`config.mk`:
```
export PLATFORM = sky130hd
export DESIGN_NAME = cp0WriteDecode
export DESIGN_NICKNAME = d
export VERILOG_FILES = /design/src/rtl/cp0MapPkg.sv /design/src/rtl/cp0FieldPkg.sv /design/src/rtl/cp0WriteDecode.sv
export SDC_FILE = /design/constraint.sdc
export NUM_CORES = 1
export LEC_CHECK = 0
export BUFFER_PORTS_ARGS = -buffer_cell sky130_fd_sc_hd__buf_2
export CORE_AREA = 5 5 84 86
export DETAILED_ROUTE_END_ITERATION = 6
export DIE_AREA = 0 0 89 91
export GPL_ROUTABILITY_DRIVEN = 0
export PLACE_DENSITY = 0.69
export SYNTH_ARGS = -nofsm -noshare
export SYNTH_HDL_FRONTEND = slang
export SYNTH_SLANG_ARGS = --single-unit
```
`constraint.sdc`:
```
create_clock -name vclk -period 1.05
set_input_delay 0.1575 -clock vclk [all_inputs]
set_output_delay 0.1575 -clock vclk [all_outputs]
set_load 0.02 [all_outputs]
```
`src/rtl/cp0MapPkg.sv`:
```
`default_nettype none

package cp0MapPkg;

    typedef logic [4:0] cp0Addr; // cp0 register number

    // implemented register numbers
    localparam cp0Addr REG_RANDOM   = 5'd1;
    localparam cp0Addr REG_BADVADDR = 5'd8;
    localparam cp0Addr REG_COUNT    = 5'd9;
    localparam cp0Addr REG_COMPARE  = 5'd11;
    localparam cp0Addr REG_STATUS   = 5'd12;
    localparam cp0Addr REG_CAUSE    = 5'd13;
    localparam cp0Addr REG_EPC      = 5'd14;
    localparam cp0Addr REG_PRID     = 5'd15;
    localparam cp0Addr REG_CONFIG   = 5'd16;

    // software-writable bits of each register
    localparam logic [31:0] STATUS_WMASK = 32'h0000_ff03; // im, exl, ie
    localparam logic [31:0] CAUSE_WMASK  = 32'h0000_0300; // software ip bits only
    localparam logic [31:0] CONFIG_WMASK = 32'hffff_7fff; // bit 15 is tied high

    // bev set, all interrupts masked in, kernel mode, interrupts off
    localparam logic [31:0] STATUS_RESET = 32'h0040_ff02;

endpackage

`default_nettype wire
```
`src/rtl/cp0FieldPkg.sv`:
```
`default_nettype none

package cp0FieldPkg;

    import cp0MapPkg::*;

    typedef enum logic [4:0] {
        INT  = 5'd0,  // interrupt
        ADEL = 5'd4,  // address error on load or fetch
        ADES = 5'd5,  // address error on store
        SYS  = 5'd8,  // syscall
        BP   = 5'd9,  // breakpoint
        RI   = 5'd10, // reserved instruction
        OV   = 5'd12  // arithmetic overflow
    } excCodeT;

    typedef struct packed {
        logic [8:0] zeroHi;  // 31:23
        logic       bev;     // 22
        logic [5:0] zeroMid; // 21:16
        logic [7:0] im;      // interrupt mask
        logic [5:0] zeroLo;  // 7:2
        logic       exl;     // exception level, kernel mode when set
        logic       ie;      // global interrupt enable
    } statusFields;

    typedef union packed {
        logic [31:0] raw;
        statusFields f;
    } statusWord;

    typedef struct packed {
        logic        bd;      // exception taken in a branch delay slot
        logic [14:0] zeroHi;  // 30:16
        logic [7:0]  ip;      // pending interrupts, [1:0] are software bits
        logic        zero7;
        excCodeT     excCode;
        logic [1:0]  zeroLo;
    } causeFields;

    typedef struct packed {
        logic        valid;
        cp0Addr      addr;
        logic [31:0] data;
    } mtc0Req;

    typedef struct packed {
        logic        valid;
        excCodeT     code;
        logic        bd;
        logic [31:0] epc;
        logic [31:0] badVAddr;
        logic        badValid; // badVAddr carries a faulting address
    } excEvent;

    // one-hot register selections after priority, at most one strobe set
    typedef struct packed {
        logic        status;
        logic        causeSw;
        logic        epc;
        logic        badVAddr;
        logic        compare;
        logic        cfg;    // config register
        logic        excEntry;
        logic        eret;
        logic [31:0] data;   // mtc0 data, already masked where needed
        excEvent     exc;    // event payload for exception entry
    } cp0WrSel;

endpackage

`default_nettype wire

```
`src/rtl/cp0WriteDecode.sv`:
```
`timescale 1ns/1ps
`default_nettype none

module cp0WriteDecode
    import cp0MapPkg::*;
    import cp0FieldPkg::*;
(
    input  mtc0Req  wrReq,
    input  excEvent exc,
    input  logic    eret,
    output cp0WrSel wrSel
);

    logic mtc0Ok;

    // exception beats eret, eret beats mtc0
    assign mtc0Ok = wrReq.valid & ~exc.valid & ~eret;

    always_comb begin
        wrSel          = '0;
        wrSel.exc      = exc;
        wrSel.excEntry = exc.valid;
        wrSel.eret     = eret & ~exc.valid;
        wrSel.data     = wrReq.data;

        if (mtc0Ok) begin
            case (wrReq.addr)
                REG_STATUS: begin
                    wrSel.status = 1'b1;
                    // read-only status bits keep their fixed values
                    wrSel.data   = (wrReq.data & STATUS_WMASK) |
                                   (STATUS_RESET & ~STATUS_WMASK);
                end
                REG_CAUSE: begin
                    wrSel.causeSw = 1'b1;
                    wrSel.data    = wrReq.data & CAUSE_WMASK;
                end
                REG_EPC: begin
                    wrSel.epc = 1'b1;
                end
                REG_BADVADDR: begin
                    wrSel.badVAddr = 1'b1;
                end
                REG_COMPARE: begin
                    wrSel.compare = 1'b1;
                end
                REG_CONFIG: begin
                    wrSel.cfg = 1'b1;
                end
                default: begin
                    // prid, count, random and unused numbers ignore writes
                end
            endcase
        end
    end

endmodule

`default_nettype wire

```
# Word-level counts from Yosys, hierarchy flattened
# Index checks and enable logic that the tools add are counted.
classes:
  n_eq_ne: 6
  mux: 9
  bitwise_logic: 5
op_table:
  columns: ["cell", "count"]
  rows:
  - ["$pmux 32 s2", 1]
  - ["$mux 32", 1]
  - ["$eq 5x4->1 const B", 5]
  - ["$mux 1", 6]
  - ["$mux 6", 1]
  - ["$eq 5x5->1 const B", 1]
  - ["$and 1x1->1", 3]
  - ["$not 1->1", 2]
word_totals:
  reg_bits: 0
  input_bits: 111
  output_inout_bits: 112
  elab_cells: 20

# Longest topological paths before layout
logic_depth:
  word_depth: 4
  mapped_depth: 4
  mapped_depth_nobuf: 3

# Worst setup path before layout
# OpenSTA, ideal clock, no wires.
synth_path:
  path_type: "input port to output port"
  startpoint: "in wrReq[33] (netlist bit)"
  endpoint: "out wrSel[111] (netlist bit)"
  arrival_ns: 0.975
  t_required_ns: 0.892
  setup_slack_ns: -0.082
  cell_stages: 4
  n_path_buf: 1
  path_cell_list: "and4bb_2 -> nand2_2 -> buf_2 -> nor2_1"
synth_rtl:
  columns: ["element", "line_no", "text"]
  rows:
  - ["start, declared", "cp0WriteDecode.sv:8", "input mtc0Req wrReq,"]
  - ["end, declared", "cp0WriteDecode.sv:11", "output cp0WrSel wrSel"]

==> results_dict.tcl <==
set metrics [dict create \
    cp_slowest_cell "and4b_2" \
    synth_cell_types 14 \
    io_buffers 77 \
    antenna_found_initial 0 \
    cp.arrival_ns 1.12 \
    synthesis.area_um2 868.3 \
    ir_drop_v 0.00009820 \
    grt_first_pass_wirelength_um 3829 \
    crit_type "input pin to output pin" \
    grt_pass1_vias 722 \
    row_count 29 \
    maxSlewViolCount 0 \
    min_path_cells 0 \
    final-seq-area_um2 0 \
    drive_above_1_share 0.8295 \
    clock.fmax_mhz 785.4 \
    synthTopCellsByCount "75 x buf_4, 30 x and2_1, 3 x and4b_1" \
    synth_nets 232 \
    use_met3 0.03167 \
    pwr_density_cell_nw_per_um2 368.8 \
    synth.most_common_cell "buf_4" \
    hold_viol_final 0 \
    syn_avg_cell_area_um2 7.176 \
    yosys.area.top_type "buf_4" \
    synth-warning-count 0 \
    status "complete, but fails checks" \
    nFlopsAndLatches 0 \
    grt_busiest_layer "met2" \
    nets 242 \
    grt_util_all_layers 0.05988 \
    violations "setup timing" \
    worst_pin_slew_ns 0.1215 \
    post-route-util 0.1769 \
    cp_cell_sequence "buf_6, nor3b_2, buf_4, and3b_1, and4b_2, buf_6" \
    n_antenna_cell 0 \
    whs_ns 0.3150 \
    netlist_top_cells_area "buf_4 65%, and2_1 22%, and4b_1 3.5%, and4bb_2 1.4%, nor3b_2 1.4%" \
    die_area_um2 8099 \
    drv_cap 0 \
    hold_buffers 0 \
    slew_headroom 0.9167 \
    fillCellCount 702 \
    cp.required_ns 0.89 \
    grt_remaining_overflow 0 \
    finalSetupViolations 36 \
    startpoint_type "input pin" \
    antenna_left 0 \
    drc_errors 0 \
    drtIter0Drc 1 \
    die_w_um 89 \
    cellLeakagePower_uw 0.0005791 \
    synth_top_area_frac 0.6484 \
    routed_wl_um 2974 \
    multi_input_area_um2 341.6 \
    fin_crit_ns 1.273 \
    core_area_um2 6205 \
    nClkBuffers 0 \
    netlist_instances 121 \
    start_util 0.1399 \
    drt-wirelength-per-cell_um 14.44 \
    dr.pass1.iters 2 \
    syn_to_final_growth_pct 26.37 \
    cp_slowest_stage_delay_ns 0.24 \
    met2_usage 0.1052 \
    rsz0062_at_grt "yes" \
    grt_start_max_net_pins 24 \
    fin_crit_sh 1.213 \
    setup_slack_ns -0.2232 \
    min_path_type "input pin to output pin" \
    ys_seq_area_frac 0 \
    routed_via_density 3.437 \
    cpMostUsedCell "buf_6" \
    die_h_um 91 \
    cp_max_fo 4 \
    dpl.cell_count 205 \
    cp-end-kind "output pin" \
    vias 708 \
    instances_no_fill 206 \
    ios 223 \
    use_met1 0.04710 \
]
==> final cells by class <==
| type | count | share of cell area |
|---|---|---|
| inverter | 2 | 0.006842 |
| multi-input combinational | 42 | 0.3113 |
| tap | 77 | 0.08780 |
| timing repair buffer | 85 | 0.5941 |
==> worst max-delay path, delay by kind of cell <==
family / cells / cell delay, ns
buffers and inverters: 3 / 0.36
and+or+nand+nor: 3 / 0.59
==> cells in the final DEF, fill, tap and decap left out <==
master	instances
inv_2	1
buf_4	7
buf_6	31
buf_12	1
and2_4	13
and2_1	17
buf_2	46
nor3b_2	1
nand3_2	1
and3b_1	1
mux2i_1	1
nand2_2	1
nor3_4	1
inv_1	1
and4bb_2	1
nor2b_1	1
and4b_1	1
and4b_2	2
nor2_2	1
==> cells by family (layout without fill, tap and decap cells) <==
group                  count (synthesis)  after routing  synth area share
buffers and inverters                 79             87            0.6686
and+or+nand+nor                       41             41            0.3199
muxes                                  1              1           0.01153
==> metal layers <==
layer,up-vias,wire [µm]
met3,40,537
met4,0,252
li1,315,-
met1,276,821
met2,77,1363
met5,-,0
==> path summary, 6_finish.rpt <==
path | startpoint | endpoint
max | exc[71] | wrSel[107]
min | exc[11] | wrSel[11]
==> timing repair <==
| action | in CTS | in global routing |
|---|---|---|
| setup endpoints to repair | 36 | 36 |
| buffers inserted | 0 | 1 |
| pin swaps | 3 | 0 |
| hold endpoints to repair | 0 | 0 |
| resized for setup | 44 | 24 |
==> per-stage QoR <==
step / setup TNS (ns) / cell area (µm²) / power, µW / worst slack, ns
floorplan: -0.2563 / 890.9 / 572.0 / -0.02127
global placement: -7.344 / 864.6 / 321.0 / -0.2401
detailed placement: -8.096 / 864.6 / 324.0 / -0.2683
CTS: -7.195 / 1013 / 373.2 / -0.2402
global route: -8.424 / 1097 / 432.4 / -0.2796
finish: -6.820 / 1097 / 404.6 / -0.2232
==> report_power, final <==
group          internal, µW  total (µW)  switching, µW
Sequential                0           0              0
Combinational           224         405            181
Clock                     0           0              0
Power figures use the tool's default switching activity.
