**config.mk**
```make
export PLATFORM = sky130hd
export DESIGN_NAME = cp0Timer
export DESIGN_NICKNAME = d
export VERILOG_FILES = /design/src/rtl/cp0MapPkg.sv /design/src/rtl/cp0FieldPkg.sv /design/src/rtl/cp0Timer.sv
export SDC_FILE = /design/constraint.sdc
export NUM_CORES = 1
export LEC_CHECK = 0
export BUFFER_PORTS_ARGS = -buffer_cell sky130_fd_sc_hd__buf_2
export CAP_MARGIN = 10
export CORE_ASPECT_RATIO = 1.5
export CORE_UTILIZATION = 40
export DETAILED_ROUTE_END_ITERATION = 8
export PLACE_DENSITY = 0.77
export SYNTH_ARGS = -nofsm -noshare
export SYNTH_HDL_FRONTEND = slang
export SYNTH_SLANG_ARGS = --single-unit
export TNS_END_PERCENT = 20
```
**constraint.sdc**
```tcl
create_clock -name clk -period 3.1 [get_ports clk]
set_input_delay 0.31 -clock clk [delete_from_list [all_inputs] [get_ports clk]]
set_output_delay 0.31 -clock clk [all_outputs]
set_load 0.02 [all_outputs]
```
**src/rtl/cp0MapPkg.sv**
```systemverilog
`default_nettype none

package cp0MapPkg;

    typedef logic [4:0] cp0Addr; // cp0 register number

    // implemented register numbers
    localparam cp0Addr REG_RANDOM   = 5'd1;
    localparam cp0Addr REG_BADVADDR = 5'd8;
    localparam cp0Addr REG_COUNT    = 5'd9;
    localparam cp0Addr REG_COMPARE  = 5'd11;
    localparam cp0Addr REG_STATUS   = 5'd12;
    localparam cp0Addr REG_CAUSE    = 5'd13;
    localparam cp0Addr REG_EPC      = 5'd14;
    localparam cp0Addr REG_PRID     = 5'd15;
    localparam cp0Addr REG_CONFIG   = 5'd16;

    // software-writable bits of each register
    localparam logic [31:0] STATUS_WMASK = 32'h0000_ff03; // im, exl, ie
    localparam logic [31:0] CAUSE_WMASK  = 32'h0000_0300; // software ip bits only
    localparam logic [31:0] CONFIG_WMASK = 32'hffff_7fff; // bit 15 is tied high

    // bev set, all interrupts masked in, kernel mode, interrupts off
    localparam logic [31:0] STATUS_RESET = 32'h0040_ff02;

endpackage

`default_nettype wire
```
**src/rtl/cp0FieldPkg.sv**
```systemverilog
`default_nettype none

package cp0FieldPkg;

    import cp0MapPkg::*;

    typedef enum logic [4:0] {
        INT  = 5'd0,  // interrupt
        ADEL = 5'd4,  // address error on load or fetch
        ADES = 5'd5,  // address error on store
        SYS  = 5'd8,  // syscall
        BP   = 5'd9,  // breakpoint
        RI   = 5'd10, // reserved instruction
        OV   = 5'd12  // arithmetic overflow
    } excCodeT;

    typedef struct packed {
        logic [8:0] zeroHi;  // 31:23
        logic       bev;     // 22
        logic [5:0] zeroMid; // 21:16
        logic [7:0] im;      // interrupt mask
        logic [5:0] zeroLo;  // 7:2
        logic       exl;     // exception level, kernel mode when set
        logic       ie;      // global interrupt enable
    } statusFields;

    typedef union packed {
        logic [31:0] raw;
        statusFields f;
    } statusWord;

    typedef struct packed {
        logic        bd;      // exception taken in a branch delay slot
        logic [14:0] zeroHi;  // 30:16
        logic [7:0]  ip;      // pending interrupts, [1:0] are software bits
        logic        zero7;
        excCodeT     excCode;
        logic [1:0]  zeroLo;
    } causeFields;

    typedef struct packed {
        logic        valid;
        cp0Addr      addr;
        logic [31:0] data;
    } mtc0Req;

    typedef struct packed {
        logic        valid;
        excCodeT     code;
        logic        bd;
        logic [31:0] epc;
        logic [31:0] badVAddr;
        logic        badValid; // badVAddr carries a faulting address
    } excEvent;

    // one-hot register selections after priority, at most one strobe set
    typedef struct packed {
        logic        status;
        logic        causeSw;
        logic        epc;
        logic        badVAddr;
        logic        compare;
        logic        cfg;    // config register
        logic        excEntry;
        logic        eret;
        logic [31:0] data;   // mtc0 data, already masked where needed
        excEvent     exc;    // event payload for exception entry
    } cp0WrSel;

endpackage

`default_nettype wire

```
**src/rtl/cp0Timer.sv**
```systemverilog
`timescale 1ns/1ps
`default_nettype none

module cp0Timer
    import cp0FieldPkg::*;
#(
    parameter int COUNT_DIV = 2
) (
    input  logic        clk,
    input  logic        rst,
    input  cp0WrSel     wrSel,
    output logic [31:0] count,
    output logic [31:0] compare,
    output logic [31:0] random,
    output logic        timerInt
);

    localparam int PRE_W = (COUNT_DIV > 1) ? $clog2(COUNT_DIV) : 1;

    logic [PRE_W-1:0] preCnt;
    logic             tick;

    assign tick = (preCnt == PRE_W'(COUNT_DIV - 1)); // last clock of the prescale period

    always_ff @(posedge clk or posedge rst) begin
        if (rst) begin
            preCnt <= '0;
            count  <= '0;
        end else if (tick) begin
            preCnt <= '0;
            count  <= count + 32'd1;
        end else begin
            preCnt <= preCnt + 1'b1;
        end
    end

    always_ff @(posedge clk or posedge rst) begin
        if (rst) begin
            random <= '0;
        end else begin
            random <= count; // trails count by one clock
        end
    end

    // a compare write acknowledges the timer interrupt
    always_ff @(posedge clk or posedge rst) begin
        if (rst) begin
            compare  <= '0;
            timerInt <= 1'b0;
        end else if (wrSel.compare) begin
            compare  <= wrSel.data;
            timerInt <= 1'b0;
        end else if (compare != 32'd0 && count == compare) begin
            timerInt <= 1'b1;
        end
    end

endmodule

`default_nettype wire

```
Word-level counts from Yosys, hierarchy flattened
Cells that the tools add are included.
- add/sub/neg operators: 2
- equality and inequality tests: 1
- multiplexer cells: 3
- reduce and logical (&&, ||, !) cells: 3
- operator list (cell ; count):
    32-bit by 1-bit adder with 32-bit output, second input constant ; 1
    32-bit equality test ; 1
    32-bit nonzero test ; 1
    1-bit two-way mux ; 3
    2-bit nonzero test ; 1
    1-bit adder, second input constant ; 1
    1-bit logical AND ; 1
- bits in registers: 98
- output and inout port bits: 97

Depth between registers and ports, before layout
- word-level depth: 4
- depth in mapped cells: 6
- mapped depth without buffers: 5

Worst setup path after synthesis
OpenSTA, ideal clock, no wires.
- path kind: register to register
- start: register count[0]
- end: register count[22]
- library setup time: 132 ps
- arrival: 1439 ps
- data required time: 2968 ps
- setup slack: 1529 ps
- cell stages (with the launch flop): 7
- path buffers: 1
- clock period less this slack: 1571 ps
- path through: dfrtp_1 > ha_1 > nand3_1 > nor2_1 > buf_4 > nand4_1 > xnor2_1
- longest elaborated chain between the ends: 1
- ends and longest elaborated chain (item ; RTL line ; source):
    start: declaration ; cp0Timer.sv:12 ; output logic [31:0] count,
    start signal: assignment ; cp0Timer.sv:31 ; count <= count + 32'd1;
    32-bit by 1-bit adder with 32-bit output ; cp0Timer.sv:31 ;
No other way between the ends.
A chain may end at the register's enable or synchronous reset.

==> impl_results.md <==
* Sequential fraction of design power at 0.497
* Slowest stage delay, CP at 0.54 ns
* Clock Skew at 0.00495 ns
* Number of flops mapped to enable cells by yosys at 0
* Critical R2R Launch: preCnt
* Die Width at 83.1 µm
* Leading post-synthesis cells by instance count: 98 x sky130_fd_sc_hd__dfrtp_1, 36 x sky130_fd_sc_hd__xor2_1, 33 x sky130_fd_sc_hd__mux2_2
* Total Neg Setup Slack at 0 ns
* Chip height at 124 µm
* Vias per std cell at 5.03
* Nets at 532
* Number of warning messages in the yosys log at 0
* Clk buf depth at 2
* Net load switching power at 0.656 mW
* Total wirelength of the detailed-routed design at 9.29 mm
* Clock transition at path regs at 0.06 ns
* Worst min path class: input port to register
* Critical-path cell list: nand4_4 > nor3_4 > nand4_1 > xnor2_1
* Crit path max fanout at 13
* Clock Sinks at 98
* Number of antenna violations at the first check in global routing at 0
* Final cell utilization of the core at 0.519
* Via count of the first global-routing pass at 2613
* IO buf count at 131
* Flop and latch count out of synthesis at 98
* Fraction of layout cells with a size suffix above 1 at 0.449
* Final Cycle Share at 0.582
* Crit path launch: preCnt
* Worst max-slew margin expressed relative to the limit at 0.309
* Area of the mapped netlist at 3940 µm²
* Mean post-synth cell area at 13.9 µm²
* Cells after Synth at 283
* Biggest area consumer among synthesized cells: sky130_fd_sc_hd__dfrtp_1
* Clock share of power at 0.415
* Floorplan Core Area at 9630 µm²
* Switching power share of the total at 0.237
* Post-detailed-placement half-perimeter wirelength at 6.86 mm
* Final Slew Violations at 0
* Power Internal at 2.12 mW
* Number of max-cap violations at 0
* Wire length of the first global-routing pass at 14.3 mm
* Synth area leaders: sky130_fd_sc_hd__dfrtp_1 62%, sky130_fd_sc_hd__mux2_2 9.4%, sky130_fd_sc_hd__xor2_1 8.0%, sky130_fd_sc_hd__xnor2_1 6.0%, sky130_fd_sc_hd__nand4_1 2.5%
* Remaining antenna violation count at 0
* Relative contribution of combinational cells to total power at 0.087
* Transition time at the pin with the least slew margin at 1.04 ns
* Synth-to-layout area growth at 26.9%
* Top cell family by delay on the critical path: simple AND/OR/NAND/NOR gates
* Min Tclk post-route at 1.80 ns
* Sequential area share after synthesis at 0.622
* Starting density of the core at 0.409
* Leading register cell type out of synthesis: sky130_fd_sc_hd__dfrtp_1
* Unique masters post-synth at 26
* Library cell with the highest instance count after synthesis: sky130_fd_sc_hd__dfrtp_1
* Antenna fix cells at 0
* Leakage dissipation at 2.59 nW
* CP Class: register to register
* Total vias in the final route at 2698
* Count of hold buffers inserted by post-cts repair at 0
* Worst supply voltage drop on vdd at 422 µV
* Total GRT Usage at 0.187
* TritonCTS clock tree: built
* Root buffer cell: sky130_fd_sc_hd__clkbuf_16
* Iteration-0 DRC count of the detailed router at 140
* Combined buffer and inverter count along the critical path at 0
* Hold Vio Cnt, Final at 0
* Remaining global-route overflow at 0
* DRC violations left at 0
* Unrepaired setup endpoints after global routing: no
* Io pins at 211
* Peak clock frequency supported by timing at 554 MHz
* # resized after CTS at 0
* Critical path endpoint category: register
* Avg WL per Cell at 17.3 µm
* Area share of the leading cell type in the synthesized netlist at 0.622
* Die Footprint at 10300 µm²
* Slowest stage cell, crit path: sky130_fd_sc_hd__nor3_4
* Clock latency reported for the late side of the worst-skew pair at 0.35 ns
* Setup violations, final at 0
* Data arrival at the endpoint of the critical path at 2.04 ns
* Share of async-settable or async-resettable flops after synthesis at 1.00
* Number of buffers created by CTS at 9
* Pwr/cell area at 555 nW/µm²
* Maximum number of pins on one net before global-route repair at 86
* Required time reported for the critical path endpoint at 3.33 ns
* Number of cell rows at 44
* Worst hold path startpoint: wrSel[90]
* Deepest level of the CTS H-tree at 3
* Critical path startpoint category: register
* Number of iterations in the first detailed-routing pass at 4
* Syn nets at 398
* Result of the run: finished, final reports clean
* Post-CTS repair timing setup buffer count at 0
* Weighted congestion reported at the end of routability-driven placement at 0.824
power groups by stage:
stage                     logic [mW]  registers [mW]  clock network, mW
final                          0.242            1.38               1.15
after CTS                      0.248            1.38               1.18
after global placement         0.242            1.40                  0
after floorplan               0.0996            1.44                  0
after detailed placement       0.247            1.40                  0
after global routing           0.263            1.39               1.24
through the flow:
stage / hold slack, ns / std cells / power (mW) / setup slack (ns) / area (µm²)
3_3_place_gp: 0.464 / 521 / 1.64 / 1.35 / 4700
6_report: 0.192 / 536 / 2.77 / 1.30 / 5000
4_1_cts: 0.183 / 536 / 2.81 / 1.29 / 5000
3_5_place_dp: 0.468 / 521 / 1.65 / 1.31 / 4700
2_1_floorplan: 0.462 / 283 / 1.54 / 0.228 / 3940
5_1_grt: 0.184 / 536 / 2.89 / 1.14 / 5000
per-layer routing:
metal | global-route usage | vias up | wire length [µm]
met5 | 0 | - | 0
met4 | 0.0862 | 0 | 248
met3 | 0.0596 | 17 | 505
met2 | 0.306 | 91 | 4670
met1 | 0.228 | 1337 | 3870
li1 | - | 1253 | -
path summary, 6_finish.rpt:
path / end / cells after the start / slack, ns
worst max register to register: count[31] / 4 / 1.30
max in group asynchronous: count[3] / 3 / 2.08
worst min register to register: random[31] / 0 / 0.48
worst min-delay path: compare[18] / 2 / 0.19
min in group asynchronous: count[9] / 2 / 0.20
worst max-delay path: count[31] / 4 / 1.30
logic make-up (layout without fill, tap and decap cells):
family / after synthesis / count (layout) / share of synthesized area
buffers and inverters: 13 / 151 / 0.0190
XOR/XNOR: 63 / 63 / 0.140
AO/OA/AOI/OAI: 2 / 2 / 0.00413
AND/OR/NAND/NOR: 73 / 73 / 0.117
adder cells (fa/ha/maj): 1 / 1 / 0.00317
flip-flops: 98 / 98 / 0.622
multiplexers: 33 / 33 / 0.0943
flip-flops by register name (all words and copies together), names as in the netlist:
name	count
compare	32
count	32
random	32
preCnt	1
timerInt	1
cell usage in the layout, fill, tap and decap left out:
master / count
sky130_fd_sc_hd__and2_1: 6
sky130_fd_sc_hd__and2_2: 1
sky130_fd_sc_hd__and3_1: 2
sky130_fd_sc_hd__and3_2: 1
sky130_fd_sc_hd__and4_1: 3
sky130_fd_sc_hd__and4_4: 3
sky130_fd_sc_hd__buf_2: 131
sky130_fd_sc_hd__buf_4: 2
sky130_fd_sc_hd__bufinv_16: 2
sky130_fd_sc_hd__clkbuf_16: 9
sky130_fd_sc_hd__clkinv_2: 3
sky130_fd_sc_hd__clkinvlp_4: 1
sky130_fd_sc_hd__dfrtp_1: 98
sky130_fd_sc_hd__ha_1: 1
sky130_fd_sc_hd__inv_1: 2
sky130_fd_sc_hd__inv_4: 1
sky130_fd_sc_hd__mux2_2: 33
sky130_fd_sc_hd__nand2_1: 7
sky130_fd_sc_hd__nand3_1: 12
sky130_fd_sc_hd__nand4_1: 16
sky130_fd_sc_hd__nand4_4: 1
sky130_fd_sc_hd__nor2_1: 4
sky130_fd_sc_hd__nor3_1: 1
sky130_fd_sc_hd__nor3_4: 1
sky130_fd_sc_hd__nor4_1: 15
sky130_fd_sc_hd__o211ai_1: 1
sky130_fd_sc_hd__o32ai_1: 1
sky130_fd_sc_hd__xnor2_1: 27
sky130_fd_sc_hd__xor2_1: 36
cell type report:
cell class              count  area, µm²
inverters                   3       13.8
multi-input cells         172       1420
fillers                   840       4630
well taps                 115        144
flip-flops and latches     98       2450
repair buffers            133        671
clock buffers               9        225
clock inverters             6       82.6
Power figures use the tool's default switching activity.
